## src/cpuPkg.sv

```systemverilog
package cpuPkg;

    // ============================================================
    // Basic widths and constants
    // ============================================================
    localparam int MaxAddrWidth = 16;  // Widest supported memory address
    localparam int BytesPerWord = 4;   // Bytes in one register word

    typedef logic [1:0]  regSel_t;     // R0..R3 index
    typedef logic [7:0]  byte_t;       // One memory byte
    typedef logic [31:0] word_t;       // One register word

    // ============================================================
    // Opcodes
    // ============================================================
    // Full legacy code space is kept so that old programs still decode.
    // Only LDAL, LDAH and STA execute; everything else retires after decode.
    typedef enum logic [5:0] {
        BRA   = 6'h00,
        BNE   = 6'h01,
        BEQ   = 6'h02,
        POPL  = 6'h03,
        PSHL  = 6'h04,
        POPH  = 6'h05,
        PSHH  = 6'h06,
        CALL  = 6'h07,
        RET   = 6'h08,
        INC   = 6'h09,
        DEC   = 6'h0A,
        LSL   = 6'h0B,
        LSR   = 6'h0C,
        ASR   = 6'h0D,
        CSL   = 6'h0E,
        CSR   = 6'h0F,
        NOT   = 6'h10,
        AND   = 6'h11,
        ORR   = 6'h12,
        XOR   = 6'h13,
        NAND  = 6'h14,
        ADD   = 6'h15,
        ADC   = 6'h16,
        SUB   = 6'h17,
        MOV   = 6'h18,
        MOVL  = 6'h19,
        MOVSH = 6'h1A,
        LDARL = 6'h1B,
        LDARH = 6'h1C,
        STAR  = 6'h1D,
        LDAL  = 6'h1E,  // Load two bytes
        LDAH  = 6'h1F,  // Load four bytes
        STA   = 6'h20,  // Store four bytes
        LDDRL = 6'h21,
        LDDRH = 6'h22,
        STDR  = 6'h23,
        STRIM = 6'h24
    } opcode_e;

    // Timing states of the sequencer
    typedef enum logic [3:0] {
        T0, T1, T2, T3, T4, T5, T6, T7, T8
    } cpuState_e;

    // ============================================================
    // Structs
    // ============================================================
    typedef struct packed {
        opcode_e opcode;   // Bits 15:10
        regSel_t regSel;   // Bits 9:8
        byte_t   address;  // Bits 7:0
    } instrFields_t;

    typedef struct packed {
        logic       irLoadLow;
        logic       irLoadHigh;
        logic       decodeLatch;
        logic       pcIncrement;
        logic       arLoad;
        logic       arIncrement;
        logic       memEnable;
        logic       memWrite;
        logic       drClear;
        logic       drShiftIn;
        logic       regWrite;
        logic [1:0] storeByteSel;  // Byte of Rx on the write bus
    } ctrlWord_t;

    typedef struct packed {
        logic                    enable;
        logic                    write;
        logic [MaxAddrWidth-1:0] address;  // Upper bits zero for narrow memories
        byte_t                   writeData;
    } memRequest_t;

endpackage
```

## src/loadStoreCpu.sv

```systemverilog
`timescale 1ns/100ps

module loadStoreCpu #(
    parameter int AddrWidth    = 8,  // At most cpuPkg::MaxAddrWidth
    parameter int StartAddress = 0   // First fetch address after reset
) (
    input  logic                Clock,
    input  logic                Reset,
    input  cpuPkg::byte_t       memReadData,
    output cpuPkg::memRequest_t memRequest,
    output logic                instrDone
);
    import cpuPkg::*;

    ctrlWord_t    ctrl;    // From sequencer to decoder and datapath
    instrFields_t fields;  // Latched instruction fields

    // ============================================================
    // Fetch and decode
    // ============================================================
    instructionDecoder u_instructionDecoder (
        .Clock       (Clock),
        .Reset       (Reset),
        .ctrl        (ctrl),
        .memReadData (memReadData),
        .fields      (fields)
    );

    // ============================================================
    // Timing states
    // ============================================================
    controlSequencer u_controlSequencer (
        .Clock     (Clock),
        .Reset     (Reset),
        .fields    (fields),
        .ctrl      (ctrl),
        .instrDone (instrDone)
    );

    // ============================================================
    // Registers and memory port
    // ============================================================
    registerDatapath #(
        .AddrWidth    (AddrWidth),
        .StartAddress (StartAddress)
    ) u_registerDatapath (
        .Clock       (Clock),
        .Reset       (Reset),
        .ctrl        (ctrl),
        .fields      (fields),
        .memReadData (memReadData),
        .memRequest  (memRequest)
    );

endmodule

```

## src/registerDatapath.sv

```systemverilog
`timescale 1ns/100ps

module registerDatapath #(
    parameter int AddrWidth    = 8,
    parameter int StartAddress = 0
) (
    input  logic                 Clock,
    input  logic                 Reset,
    input  cpuPkg::ctrlWord_t    ctrl,
    input  cpuPkg::instrFields_t fields,
    input  cpuPkg::byte_t        memReadData,
    output cpuPkg::memRequest_t  memRequest
);
    import cpuPkg::*;

    logic [AddrWidth-1:0] pc;
    logic [AddrWidth-1:0] ar;
    logic [AddrWidth-1:0] memAddr;
    word_t                dr;
    word_t                drBase;
    word_t                regFile [4];  // R0..R3
    logic                 fetching;

    byte_t [BytesPerWord-1:0] storeBytes;  // Rx viewed byte by byte

    // ============================================================
    // Program counter and address register
    // ============================================================
    always_ff @(posedge Clock or posedge Reset) begin
        if (Reset) begin
            pc <= AddrWidth'(StartAddress);
        end else if (ctrl.pcIncrement) begin
            pc <= pc + 1'b1;  // Wraps at 2**AddrWidth
        end
    end

    always_ff @(posedge Clock or posedge Reset) begin
        if (Reset) begin
            ar <= '0;
        end else if (ctrl.arLoad) begin
            ar <= AddrWidth'(fields.address);  // Zero-extended
        end else if (ctrl.arIncrement) begin
            ar <= ar + 1'b1;
        end
    end

    // ============================================================
    // Data register
    // ============================================================
    // Loads come in most significant byte first, so each byte enters
    // at the bottom and older bytes move up
    assign drBase = ctrl.drClear ? '0 : dr;

    always_ff @(posedge Clock or posedge Reset) begin
        if (Reset) begin
            dr <= '0;
        end else if (ctrl.drShiftIn) begin
            dr <= {drBase[23:0], memReadData};
        end
    end

    // ============================================================
    // Register file
    // ============================================================
    always_ff @(posedge Clock or posedge Reset) begin
        if (Reset) begin
            for (int i = 0; i < 4; i++) begin
                regFile[i] <= '0;
            end
        end else if (ctrl.regWrite) begin
            regFile[fields.regSel] <= dr;  // Write back load result
        end
    end

    assign storeBytes = regFile[fields.regSel];

    // ============================================================
    // Memory request
    // ============================================================
    assign fetching = ctrl.irLoadLow || ctrl.irLoadHigh;
    assign memAddr  = fetching ? pc : ar;  // Instruction or data address

    always_comb begin
        memRequest.enable    = ctrl.memEnable;
        memRequest.write     = ctrl.memWrite;
        memRequest.address   = MaxAddrWidth'(memAddr);
        memRequest.writeData = storeBytes[ctrl.storeByteSel];
    end

endmodule

```

## src/controlSequencer.sv

```systemverilog
`timescale 1ns/100ps

module controlSequencer (
    input  logic                 Clock,
    input  logic                 Reset,
    input  cpuPkg::instrFields_t fields,
    output cpuPkg::ctrlWord_t    ctrl,
    output logic                 instrDone
);
    import cpuPkg::*;

    cpuState_e state;
    cpuState_e nextState;
    cpuState_e lastState;  // End state of the current opcode
    logic      isLoad;
    logic      isStore;

    // ============================================================
    // Opcode classification
    // ============================================================
    always_comb begin
        unique case (fields.opcode)
            LDAL:    lastState = T6;  // Two reads then write back
            LDAH:    lastState = T8;  // Four reads then write back
            STA:     lastState = T7;  // Four writes
            default: lastState = T3;  // Retire right after decode
        endcase
    end

    assign isLoad  = (fields.opcode == LDAL) || (fields.opcode == LDAH);
    assign isStore = (fields.opcode == STA);

    // Fields are stale during T0..T2 but lastState is never below T3,
    // so no early match is possible there
    assign instrDone = (state == lastState);

    // ============================================================
    // State register
    // ============================================================
    always_comb begin
        if (instrDone) begin
            nextState = T0;
        end else begin
            nextState = cpuState_e'(state + 1);  // One state per cycle
        end
    end

    always_ff @(posedge Clock or posedge Reset) begin
        if (Reset) begin
            state <= T0;
        end else begin
            state <= nextState;
        end
    end

    // ============================================================
    // Control word
    // ============================================================
    always_comb begin
        ctrl = '0;
        unique case (state)
            T0: begin
                ctrl.memEnable   = 1'b1;
                ctrl.irLoadLow   = 1'b1;  // Low byte at PC
                ctrl.pcIncrement = 1'b1;
            end
            T1: begin
                ctrl.memEnable  = 1'b1;
                ctrl.irLoadHigh = 1'b1;   // High byte at PC+1
            end
            T2: begin
                ctrl.decodeLatch = 1'b1;
                ctrl.pcIncrement = 1'b1;  // PC now at next instruction
            end
            T3: begin
                ctrl.arLoad = isLoad || isStore;  // AR from address byte
            end
            default: begin
                if (isLoad) begin
                    if (state == lastState) begin
                        ctrl.regWrite = 1'b1;  // Rx <- DR
                    end else begin
                        ctrl.memEnable   = 1'b1;
                        ctrl.drClear     = (state == T4);  // Zero-fill upper bytes
                        ctrl.drShiftIn   = 1'b1;
                        ctrl.arIncrement = 1'b1;
                    end
                end else if (isStore) begin
                    ctrl.memEnable    = 1'b1;
                    ctrl.memWrite     = 1'b1;
                    // Byte 3 goes to the lowest address at T4 in big-endian order
                    ctrl.storeByteSel = 2'(T7 - state);
                    ctrl.arIncrement  = (state != lastState);
                end
            end
        endcase
    end

endmodule

```

## src/instructionDecoder.sv

```systemverilog
`timescale 1ns/100ps

module instructionDecoder (
    input  logic                 Clock,
    input  logic                 Reset,
    input  cpuPkg::ctrlWord_t    ctrl,
    input  cpuPkg::byte_t        memReadData,
    output cpuPkg::instrFields_t fields
);
    import cpuPkg::*;

    // ============================================================
    // Instruction register
    // ============================================================
    logic [15:0] instrReg;  // Assembled over two fetch cycles

    always_ff @(posedge Clock or posedge Reset) begin
        if (Reset) begin
            instrReg <= '0;
        end else begin
            if (ctrl.irLoadLow) begin
                instrReg[7:0] <= memReadData;   // First byte at PC
            end
            if (ctrl.irLoadHigh) begin
                instrReg[15:8] <= memReadData;  // Second byte at PC+1
            end
        end
    end

    // ============================================================
    // Decoded fields
    // ============================================================
    // Held for the whole execute phase so the IR may be refilled freely.
    // Codes outside LDAL/LDAH/STA go through as they are; the sequencer
    // retires them at T3.
    always_ff @(posedge Clock or posedge Reset) begin
        if (Reset) begin
            fields <= '0;
        end else if (ctrl.decodeLatch) begin
            fields <= instrFields_t'(instrReg);  // Split opcode, Rx and address
        end
    end

endmodule

```

## config.mk

```make
export PLATFORM = sky130hd
export DESIGN_NAME = loadStoreCpu
export DESIGN_NICKNAME = d
export VERILOG_FILES = /design/src/cpuPkg.sv /design/src/loadStoreCpu.sv /design/src/registerDatapath.sv /design/src/controlSequencer.sv /design/src/instructionDecoder.sv
export SDC_FILE = /design/constraint.sdc
export NUM_CORES = 1
export LEC_CHECK = 0
export ABC_AREA = 1
export ABC_CLOCK_PERIOD_IN_PS = 16079
export BUFFER_PORTS_ARGS = -buffer_cell sky130_fd_sc_hd__buf_2
export CAP_MARGIN = 20
export CORE_MARGIN = 5
export CORE_UTILIZATION = 45
export DETAILED_ROUTE_END_ITERATION = 10
export GPL_TIMING_DRIVEN = 0
export PLACE_DENSITY = 0.65
export SKIP_LAST_GASP = 1
export SYNTH_ARGS = -nofsm -noshare
export SYNTH_HDL_FRONTEND = slang
export SYNTH_SLANG_ARGS = --single-unit
```

## constraint.sdc

```tcl
create_clock -name Clock -period 16.08 [get_ports Clock]
set_input_delay 3.216 -clock Clock [delete_from_list [all_inputs] [get_ports Clock]]
set_output_delay 3.216 -clock Clock [all_outputs]
set_load 0.03 [all_outputs]
```

Word level (Yosys, flattened, before mapping)
Index checks and enable logic that the tools add are counted.

Register bits after elaboration: 212. Output and inout bits: 27. Logic and storage cells: 71.

Add/sub/neg operators: 4. Magnitude comparators: 3. Eq/ne operators: 9. Muxes and demuxes: 31. Bitwise gates (word level): 1. Reduce and logical (&&, ||, !) cells: 10.

Operators by type and width (number): 128-bit bitwise mux (1); 32-bit two-way mux (3); 32-bit binary-select mux with 2-bit select (1); 32-bit demux with 2-bit select (1); 8-bit two-way mux (4); 24-bit two-way mux (1); 8-bit by 1-bit adder with 8-bit output (second input constant) (2); 8-bit binary-select mux with 2-bit select (1); 6-bit by 5-bit == test with 1-bit output (second input constant) (2); 4-bit one-hot mux with 3 select lines (1); 2-bit two-way mux (5); 4-bit by 2-bit == test with 1-bit output (second input constant) (2); 1-bit two-way mux (8); 6-bit == test (second input constant) (1); 3-bit two-way mux (2); 6-bit two-way mux (1); 2-bit OR reduction (3); 4-bit by 1-bit adder with 4-bit output (second input constant) (1); 4-bit by 1-bit == test with 1-bit output (second input constant) (1); 4-bit by 3-bit == test with 1-bit output (second input constant) (1); 4-bit == test (1); 4-bit zero test (1); 4-bit two-way mux (1); 4-bit inequality test (1); 10 further kinds (12).

Depth between registers and ports, before layout
Gate-level depths: netlist (run 1).

Word-level depth: 8. Depth in mapped cells: 13. Mapped depth without buffers: 12.

Cells and area by module
From an unflattened synthesis (run 1), not the netlist that was laid out.

Cell total of the unflattened synthesis: 1234. Area, all modules: 10206.0 um^2.

Modules (own cells, without submodules): registerDatapath (instances 1, cells an instance 1016, area each 8399.3 um^2, seq. area each 4404.2 um^2); instructionDecoder (instances 1, cells an instance 137, area each 1246.2 um^2, seq. area each 800.8 um^2); controlSequencer (instances 1, cells an instance 81, area each 560.5 um^2, seq. area each 100.1 um^2).

Worst setup path before layout (run 1)
No wires, ideal clock.

Path kind: flip-flop to output port. Start point: reg u_controlSequencer.state[0]. End point: out memRequest[10] (netlist bit). Arrival time: 2.125 ns. Setup slack: 10.739 ns. Cell stages (with the launch flop): 8. Cells stage by stage: dfrtp_1 inv_1 ha_1 inv_1 nor2_1 nor2_1 clkbuf_1 o21ai_0.

RTL lines: from (decl) (RTL line controlSequencer.sv:12) `cpuState_e state;`; from (signal assigned) (RTL line controlSequencer.sv:52) `state <= nextState;`; to (decl) (RTL line loadStoreCpu.sv:10) `output cpuPkg::memRequest_t memRequest,`.

==> results.yml, run 1 <==
yosys:
  synthTopCellsByArea: "dfrtp_1 (54%), nand2_1 (20%), nand3_1 (8.6%)"
  synth_top_area_share_pct: 53.9
  yosys.area.top_type: "dfrtp_1"
  synth.distinct_cells: 29
  syn_area_per_cell_um2: 8.02
  yosysWarnings: 0
  ys_ff_latch: 212
  synth_cells: 1227
  yosysSeqAreaShare_pct: 53.9
  syn_area_um2: 9840
sta:
  maxSlewViolCount: 0
  maxSlewHeadroom_pct: 39.7
  rsz0062_at_grt: "no"
  post-route-min-period_ns: 6.67
  clock.fmax_mhz: 150
  min_period_over_period_pct: 41.5
  fin_setup_tns_ns: 0
  setup-violations-final: 0
  fin_skew_ns: 0.00650
  hold_violations: 0
  worstMarginPinSlew_ns: 0.905
setup_path:
  worstPathRequired_ns: 12.86
  critical_path.endpoint_type: "output pin"
  path_max_fanout: 10
  critPathLaunchType: "flip-flop"
  r2r-start: "u_controlSequencer.state[0]"
  reg2reg_depth: 10
  crit_type: "flip-flop to output pin"
  startpoint: "u_controlSequencer.state[0]"
  arrival_ns: 3.45
detailed_routing:
  antenna_left: 0
  wire_per_inst_um: 18.6
  num_vias: 8761
  routed_wl_um: 29500
  drtIter0Drc: 924
  drt_drc_violations_left: 0
  viasPerCell: 5.53
  first_pass_iters: 6
power:
  switchingPower_mw: 0.661
  p_comb_share_pct: 27.6
  p_int_mw: 1.06
  leakage_nw: 5.91
  p_clk_share_pct: 30.8
  swShare_pct: 38.4
  pwr-share-seq_pct: 41.6
  p_per_area_nw_per_um2: 154
  worst_ir_drop_vdd_mv: 0.0699
layout:
  final_common_cell: "nand2_1"
  antenna_cells: 0
  fin_nets: 1305
  drive_gt1_share_pct: 8.97
  layout_common_cells: "nand2_1 (515), dfrtp_1 (212), nand3_1 (169), o21ai_0 (65), buf_2 (57)"
  syn_to_final_growth_pct: 13.3
  fin_area_um2: 11100
floorplan:
  ios: 37
  coreArea_um2: 21700
  die_area_um2: 24900
  fp-row-count: 54
  start_util_pct: 45.4
  die_y_um: 158
  die_w_um: 158
clock_tree:
  cts_setup_buffers: 0
  cts_buffer_depth: 3
  cts_tree: "done"
  clkTransAtPathRegs_ns: 0.06
  cts_buffers: 24
  htreeDepth: 1
  cts_sinks: 212
  cts_root_buf: "clkbuf_16"
  post_cts_resized: 0
  hold_buffers: 0
  clock_latency_ns: 0.51
placement:
  dpl.hpwl_um: 19600
  place_area_um2: 10400
  place_congestion: 0.880
  port_buffers: 28
global_route:
  grt_pass1_wl_um: 46600
  grt_start_max_net_pins: 129
  globalRouteOverflowTotal: 0
  grt_pass1_vias: 8315
  antenna_found_initial: 0
  grt_usage_pct: 24.0
min_path:
  hold-path-cell-count: 2
  min_from: "u_registerDatapath.regFile[45]"
  min_path_type: "flip-flop to flip-flop"
run:
  drv_cap: 0
status:
  status: "finished clean"
## sequential cells by signal, summed over array words and instances (netlist names)
| name | flops |
|---|---|
| u_registerDatapath.regFile | 128 |
| u_registerDatapath.dr | 32 |
| u_instructionDecoder.fields | 16 |
| u_instructionDecoder.instrReg | 16 |
| u_registerDatapath.ar | 8 |
| u_registerDatapath.pc | 8 |
| u_controlSequencer.state | 4 |
## final cells by class
| cell class | count | area [um^2] |
|---|---|---|
| Fill cell | 2097 | 10500 |
| Sequential cell | 212 | 5310 |
| Multi-Input combinational cell | 893 | 3990 |
| Clock buffer | 37 | 711 |
| Buffer | 82 | 397 |
| Tap cell | 280 | 350 |
| Inverter | 47 | 184 |
| Timing Repair Buffer | 29 | 168 |
| Clock inverter | 4 | 45.0 |
## cells by family after synthesis
kind of cell | count (synthesis) | share of synthesized area, %
buffers and inverters | 129 | 5.82
DFF | 212 | 53.9
other | 1 | 0.0381
muxes | 2 | 0.229
AOI/OAI and AO/OA | 121 | 6.77
adders and majority gates | 6 | 0.763
xor gates and xnor gates | 13 | 1.16
and+or+nand+nor | 743 | 31.3
## per-stage QoR
stage	power, mW	setup slack, ns	cells	hold slack (ns)	utilization (%)
final	1.72	9.41	1584	0.479	51.4
after global routing	1.80	9.19	1584	0.497	51.4
after CTS	1.72	9.45	1584	0.481	51.4
after detailed placement	1.19	10.01	1543	0.464	47.9
after global placement	1.18	4.54	1542	0.462	47.7
after floorplan	1.01	7.07	1234	0.435	-
## worst max-delay path, stage by stage (launching register included)
cell	delay, ns
dfrtp_1	0.45
inv_1	0.11
ha_1	0.24
o21ai_1	0.43
nand3_1	0.22
nor2_1	0.31
nand2_1	0.22
buf_2	0.28
nand4_1	0.19
nand3_1	0.12
nand2_1	0.15
buf_2	0.21
## final timing paths
| kind | slack, ns | end |
|---|---|---|
| worst max-delay path | 9.41 | memRequest[2] |
| worst min-delay path | 0.48 | u_registerDatapath.regFile[45] |
| worst max register to register | 13.22 | u_registerDatapath.regFile[106] |
| worst min register to register | 0.48 | u_registerDatapath.regFile[45] |
| max in group asynchronous | 12.25 | u_instructionDecoder.instrReg[8] |
| min in group asynchronous | 2.80 | u_registerDatapath.regFile[76] |
## power groups by stage
stage | clock network (mW) | registers [mW] | logic, mW
after CTS | 0.536 | 0.713 | 0.469
final | 0.529 | 0.716 | 0.474
after floorplan | 0 | 0.686 | 0.323
after detailed placement | 0 | 0.721 | 0.467
after global placement | 0 | 0.719 | 0.459
after global routing | 0.557 | 0.726 | 0.522
## synth_stat cells, drive strengths merged
cell	number
nand2	516
dfrtp	212
nand3	170
o21ai	69
buf	46
inv	46
clkbuf	36
nor2	36
a21oi	28
nand4	19
a22oi	18
xor2	10
ha	6
o211ai	4
xnor2	3
a211oi	2
mux2	2
clkinv	1
conb	1
nand3b	1
nor3	1
## per-layer routing
layer | part of all wire, % | wire length (um) | track usage, % | vias to the layer above
met2 | 44 | 13100 | 36.8 | 381
met3 | 7.8 | 2300 | 3.80 | 79
li1 | - | - | - | 4079
met5 | 0 | 0 | 0 | -
met1 | 44 | 13000 | 34.7 | 4222
met4 | 3.6 | 1050 | 8.48 | 0
Power figures use the tool's default switching activity.
==> inputs of run 2 (changes only) <==
ABC_CLOCK_PERIOD_IN_PS = 6700   (was 16079)
clock period = 6.7 ns   (was 16.08 ns; I/O delays follow)
==> run 2 against run 1 <==
Sequential share of layout area fell by 0.28 points. Register-to-register slack worse by 9.3 ns. Total power up 140%. Via count is 1.1% lower. Critical path depth unchanged. Critical endpoint is now memRequest[3]. Highest routed layer unchanged.
==> results.yml, run 2 (synthesis gave the netlist of run 1 again) <==
power:
  worst_ir_drop_vdd_mv: 0.186
  p_int_mw: 2.54
  swShare_pct: 38.4
  p_clk_share_pct: 30.6
  switchingPower_mw: 1.58
  pwr-share-seq_pct: 41.7
  p_per_area_nw_per_um2: 368
  p_comb_share_pct: 27.7
  leakage_nw: 5.92
floorplan:
  start_util_pct: 45.4
  fp-row-count: 54
  die_y_um: 158
  ios: 37
  die_area_um2: 24900
  die_w_um: 158
  coreArea_um2: 21700
placement:
  dpl.hpwl_um: 20000
  dp_slack_ns: 2.43
  place_congestion: 0.873
  port_buffers: 28
sta:
  worstMarginPinSlew_ns: 0.857
  clock.fmax_mhz: 205
  min_period_over_period_pct: 72.7
  maxSlewViolCount: 0
  fin_skew_ns: 0.0125
  fin_setup_tns_ns: 0
  maxSlewHeadroom_pct: 42.9
  hold_violations: 0
  setup-violations-final: 0
  finalWorstSetupSlack_ns: 1.83
  rsz0062_at_grt: "no"
  post-route-min-period_ns: 4.87
clock_tree:
  cts_setup_buffers: 0
  cts_buffer_depth: 3
  cts_root_buf: "clkbuf_16"
  hold_buffers: 0
  cts_sinks: 212
  clock_latency_ns: 0.51
  cts_tree: "done"
  htreeDepth: 1
  post_cts_resized: 0
  clkTransAtPathRegs_ns: 0.06
  cts_buffers: 24
detailed_routing:
  viasPerCell: 5.46
  routed_wl_um: 29300
  drt_drc_violations_left: 0
  highest_layer: "met4"
  antenna_left: 0
  wl_met2_um: 12900
  first_pass_iters: 7
  drtIter0Drc: 1020
  num_vias: 8664
  wire_per_inst_um: 18.5
  wl_met3_um: 2610
  m1WireLength_um: 12800
global_route:
  antenna_found_initial: 0
  globalRouteOverflowTotal: 0
  grt_usage_pct: 24.2
  grt_pass1_vias: 8441
  grt_start_max_net_pins: 42
  grt_pass1_wl_um: 47200
setup_path:
  critical_path.endpoint_type: "output pin"
  cp_slowest_cell: "dfrtp_1"
  worstPathRequired_ns: 5.36
  max_stage_delay_ns: 0.45
  arrival_ns: 3.53
  r2r-start: "u_controlSequencer.state[0]"
  reg2reg_depth: 10
  crit_type: "flip-flop to output pin"
  critPathLaunchType: "flip-flop"
  r2r_slack_ns: 3.88
  r2r-end: "u_registerDatapath.regFile[65]"
  path_max_fanout: 10
  path_cells: "inv_1 > ha_1 > o21ai_1 > nand3_1 > nor2_1 > nand2_1 > buf_2 > nand4_1 > nand3_1 > nand2_1 > buf_2"
min_path:
  min_from: "u_registerDatapath.regFile[95]"
  hold-path-cell-count: 2
  min_to: "u_registerDatapath.regFile[95]"
  min_path_type: "flip-flop to flip-flop"
layout:
  syn_to_final_growth_pct: 14.0
  final_common_cell: "nand2_1"
  fin_nets: 1309
  regMostFlops: "u_registerDatapath.regFile"
  antenna_cells: 0
  drive_gt1_share_pct: 9.19
  largestRegisters: "u_registerDatapath.regFile: 128 flops, u_registerDatapath.dr: 32 flops"
  largest_reg_flops: 128
  layout_common_cells: "nand2_1 (515), dfrtp_1 (212), nand3_1 (169), o21ai_0 (65), buf_2 (57)"
run:
  drv_cap: 0
status:
  status: "finished clean"
run 2: changes by cell type in the layout (fill, tap and decap cells not counted):
cell,change
buf_12,+5
buf_16,-1
clkinv_2,-3
clkbuf_1,-1
clkinvlp_4,+3
inv_8,-1
run 2: final cells by class:
cell class              count  area, um^2
fillers                  2037       10500
flip-flops and latches    212        5310
multi-input cells         893        3990
clock buffers              36         707
plain buffers              82         397
well taps                 280         350
repair buffers             33         240
inverters                  47         180
clock inverters             3        45.0
run 2: per-layer routing:
metal	GRT usage, %	up-vias
li1	-	4081
met1	35.0	4156
met2	36.7	361
met3	4.51	66
met4	8.23	0
met5	0	-
run 2: power by group through the flow:
stage	sequential (mW)	combinational, mW	clock (mW)
after floorplan	1.65	0.776	0
after global placement	1.73	1.11	0
after detailed placement	1.73	1.12	0
after CTS	1.71	1.13	1.28
after global routing	1.74	1.27	1.33
final	1.72	1.14	1.26
run 2: worst max-delay path: cells and delay by family, from the launching register on:
kind                       cells  cell delay [ns]
DFF                            1             0.45
AOI/OAI and AO/OA              1             0.39
buffers and inverters          3             0.63
adders and majority gates      1             0.24
and+or+nand+nor                6             1.30
run 2: how the worst max path moves through the flow:
stage | startpoint | to | cells past startpoint
after global routing | u_controlSequencer.state[1] | memRequest[1] | 13
after detailed placement | u_controlSequencer.state[0] | memRequest[2] | 11
after global placement | Reset | u_registerDatapath.regFile[0] | 2
after floorplan | Reset | u_controlSequencer.state[0] | 1
final | u_controlSequencer.state[0] | memRequest[3] | 11
after CTS | u_controlSequencer.state[0] | memRequest[2] | 11
run 2: per-stage QoR:
| step | cell area [um^2] | total power [mW] | instances | utilization (%) | hold slack, ns |
|---|---|---|---|---|---|
| 2_1_floorplan | 9870 | 2.42 | 1234 | - | 0.435 |
| 3_3_place_gp | 10400 | 2.83 | 1542 | 47.8 | 0.463 |
| 3_5_place_dp | 10500 | 2.86 | 1547 | 48.2 | 0.466 |
| 4_1_cts | 11200 | 4.13 | 1586 | 51.7 | 0.481 |
| 5_1_grt | 11200 | 4.34 | 1586 | 51.7 | 0.492 |
| 6_report | 11200 | 4.12 | 1586 | 51.7 | 0.478 |
==> inputs of run 3 (changes only) <==
ABC_AREA = 0   (was 1)
ABC_CLOCK_PERIOD_IN_PS = 4360   (was 6700)
PLACE_DENSITY = 0.67   (was 0.65)
clock period = 4.36 ns   (was 6.7 ns; I/O delays follow)
==> run 3 against run 2 <==
Total power is 50% higher. Hold slack gained 0.0031 ns. Combinational power grew 40%. First-iteration DRC count shrank 60%. Clock power increased by 46%. Critical endpoint is now memRequest[6]. Largest cell class unchanged. Largest power group unchanged.
==> results.yml, run 3 <==
status:
  status: "finished clean"
sta:
  fin_setup_tns_ns: 0
  clock.fmax_mhz: 236
  setup-violations-final: 0
  maxSlewViolCount: 0
  post-route-min-period_ns: 4.25
  maxSlewHeadroom_pct: 33.6
  worstMarginPinSlew_ns: 0.997
  min_period_over_period_pct: 97.4
  fin_skew_ns: 0.0110
  hold_violations: 0
  hold_slack_ns: 0.482
floorplan:
  ios: 37
  die_area_um2: 24400
  coreArea_um2: 21000
  die_w_um: 156
  die_y_um: 156
  fp-row-count: 53
  start_util_pct: 45.7
global_route:
  globalRouteOverflowTotal: 0
  grt_usage_pct: 18.4
  grt_pass1_wl_um: 35300
  antenna_found_initial: 0
  grt_pass1_vias: 6331
  grt_start_max_net_pins: 46
yosys:
  ys.flop_type: "dfrtp_1"
  synth.distinct_cells: 48
  yosys.area.top_type: "dfrtp_1"
  syn_area_um2: 9610
  yosysSeqAreaShare_pct: 55.2
  synth_top_area_share_pct: 55.2
  yosysWarnings: 0
  synth_xor_area_share_pct: 1.00
  synth_top_family_by_area: "multiplexers"
  yosys.cell_count.top_type: "dfrtp_1"
  post_synth_fa_ha_maj_area_fraction_pct: 0.781
  synth_enable_flop_cells: 0
  syn_area_per_cell_um2: 14.0
  synth_mux_area_share_pct: 29.7
  synthTopCellsByArea: "dfrtp_1 (55%), mux2_2 (18%), mux4_2 (7.5%)"
  synth-simple-area-share_pct: 6.80
  synth_common_cells: "dfrtp_1 (212), mux2_2 (151), nand2_1 (64), mux4_2 (32), o21ai_0 (27)"
  async_flop_share_pct: 100
  ys_ff_latch: 212
  synth_compound_area_share_pct: 3.40
  synth_cells: 686
detailed_routing:
  drtIter0Drc: 410
  routed_wl_um: 21600
  viasPerCell: 5.64
  num_vias: 5874
  m1WireLength_um: 9370
  wl_met2_um: 10600
  drt_drc_violations_left: 0
  first_pass_iters: 5
  wire_per_inst_um: 20.7
  highest_layer: "met4"
  antenna_left: 0
  wl_met3_um: 1020
clock_tree:
  cts_buffers: 22
  htreeDepth: 1
  cts_tree: "done"
  hold_buffers: 0
  clock_latency_ns: 0.50
  cts_root_buf: "clkbuf_16"
  cts_sinks: 212
  cts_buffer_depth: 3
  clkTransAtPathRegs_ns: 0.06
layout:
  regMostFlops: "u_registerDatapath.regFile"
  antenna_cells: 0
  final_util_pct: 52.3
  largest_reg_flops: 128
  fillers: 1713
  drive_gt1_share_pct: 38.8
  regArea_um2: 5310
  largestRegisters: "u_registerDatapath.regFile: 128 flops, u_registerDatapath.dr: 32 flops"
  final_common_cell: "dfrtp_1"
  fin_nets: 767
  layout_common_cells: "dfrtp_1 (211), mux2_2 (151), nand2_1 (64), buf_2 (35), mux4_2 (32)"
  multi_input_area_um2: 4060
  syn_to_final_growth_pct: 14.3
power:
  p_int_mw: 4.12
  swShare_pct: 33.2
  worst_ir_drop_vdd_mv: 0.241
  p_clk_share_pct: 29.9
  p_comb_share_pct: 25.9
  pwr-share-seq_pct: 44.2
  total_power_mw: 6.17
  switchingPower_mw: 2.04
  leakage_nw: 5.27
  p_per_area_nw_per_um2: 562
setup_path:
  reg2reg_depth: 8
  path_max_fanout: 8
  r2r-start: "u_controlSequencer.state[0]"
  startpoint: "u_controlSequencer.state[0]"
  r2r_slack_ns: 1.42
  critical_path.endpoint_type: "output pin"
  crit_type: "flip-flop to output pin"
  r2r-end: "u_registerDatapath.regFile[119]"
  worstPathRequired_ns: 3.49
  critPathLaunchType: "flip-flop"
  arrival_ns: 3.37
placement:
  dpl.hpwl_um: 15400
  port_buffers: 28
  place_congestion: 0.887
run:
  drv_cap: 0
min_path:
  hold-path-cell-count: 1
  min_to: "u_registerDatapath.pc[7]"
  min_from: "u_registerDatapath.pc[7]"
  min_path_type: "flip-flop to flip-flop"
## run 3: worst max-delay path, cell delays in order (launching register included)
cell and delay [ns]:
dfrtp_2 0.44, inv_1 0.11, ha_1 0.26, nor4_1 0.37, nand2b_1 0.19, nand3_1 0.21
nor3_1 0.65, mux2i_1 0.38, buf_2 0.26
## run 3: routing by layer
| metal | up-vias | track usage (%) |
|---|---|---|
| li1 | 2617 | - |
| met1 | 3080 | 25.6 |
| met2 | 136 | 30.0 |
| met3 | 41 | 2.80 |
| met4 | 0 | 5.95 |
| met5 | - | 0 |
## run 3: repair_timing
item / 4_1_cts / 5_1_grt
gates resized for setup: 3 / 9
setup endpoints to repair: 3 / 6
setup buffers: 0 / 0
endpoints found under the hold margin: 0 / 0
## run 3: layout make-up
| cell class | count | area share (%) |
|---|---|---|
| clock inverters | 12 | 1.03 |
| repair buffers | 34 | 2.36 |
| clock buffers | 27 | 5.47 |
| flip-flops and latches | 212 | 48.3 |
| multi-input cells | 428 | 36.9 |
| inverters | 7 | 0.285 |
| plain buffers | 46 | 2.48 |
| well taps | 275 | 3.13 |
## run 3: cells by family (layout without fill, tap and decap cells)
family,count (synthesis),after routing
flops,212,212
compound gates,53,53
fa+ha+maj,6,6
mux,223,223
simple gates,127,127
other cells,1,8
xor+xnor,11,11
buf+inv,53,126
## run 3: worst max-delay path by stage
stage	to	slack [ns]	depth (start not counted)
finish	memRequest[6]	0.11	8
global route	memRequest[5]	-0.01	10
CTS	memRequest[25]	-0.1	11
detailed placement	memRequest[25]	0.30	9
global placement	u_registerDatapath.regFile[81]	-0.28	2
floorplan	u_controlSequencer.state[0]	0.73	1
## run 3: power by group through the flow
stage / clock [mW] / combinational, mW / sequential (mW)
after floorplan: 0 / 1.22 / 2.60
after global placement: 0 / 1.53 / 2.72
after detailed placement: 0 / 1.60 / 2.76
after CTS: 1.88 / 1.60 / 2.72
after global routing: 1.97 / 1.75 / 2.78
final: 1.84 / 1.60 / 2.73
## run 3: metrics by stage
step / instances / cell area [um^2] / worst slack, ns
CTS: 1040 / 11000 / -0.0978
detailed placement: 1001 / 10200 / 0.295
global placement: 996 / 10100 / -0.275
global route: 1041 / 11000 / -0.0102
floorplan: 693 / 9640 / 0.732
finish: 1041 / 11000 / 0.115
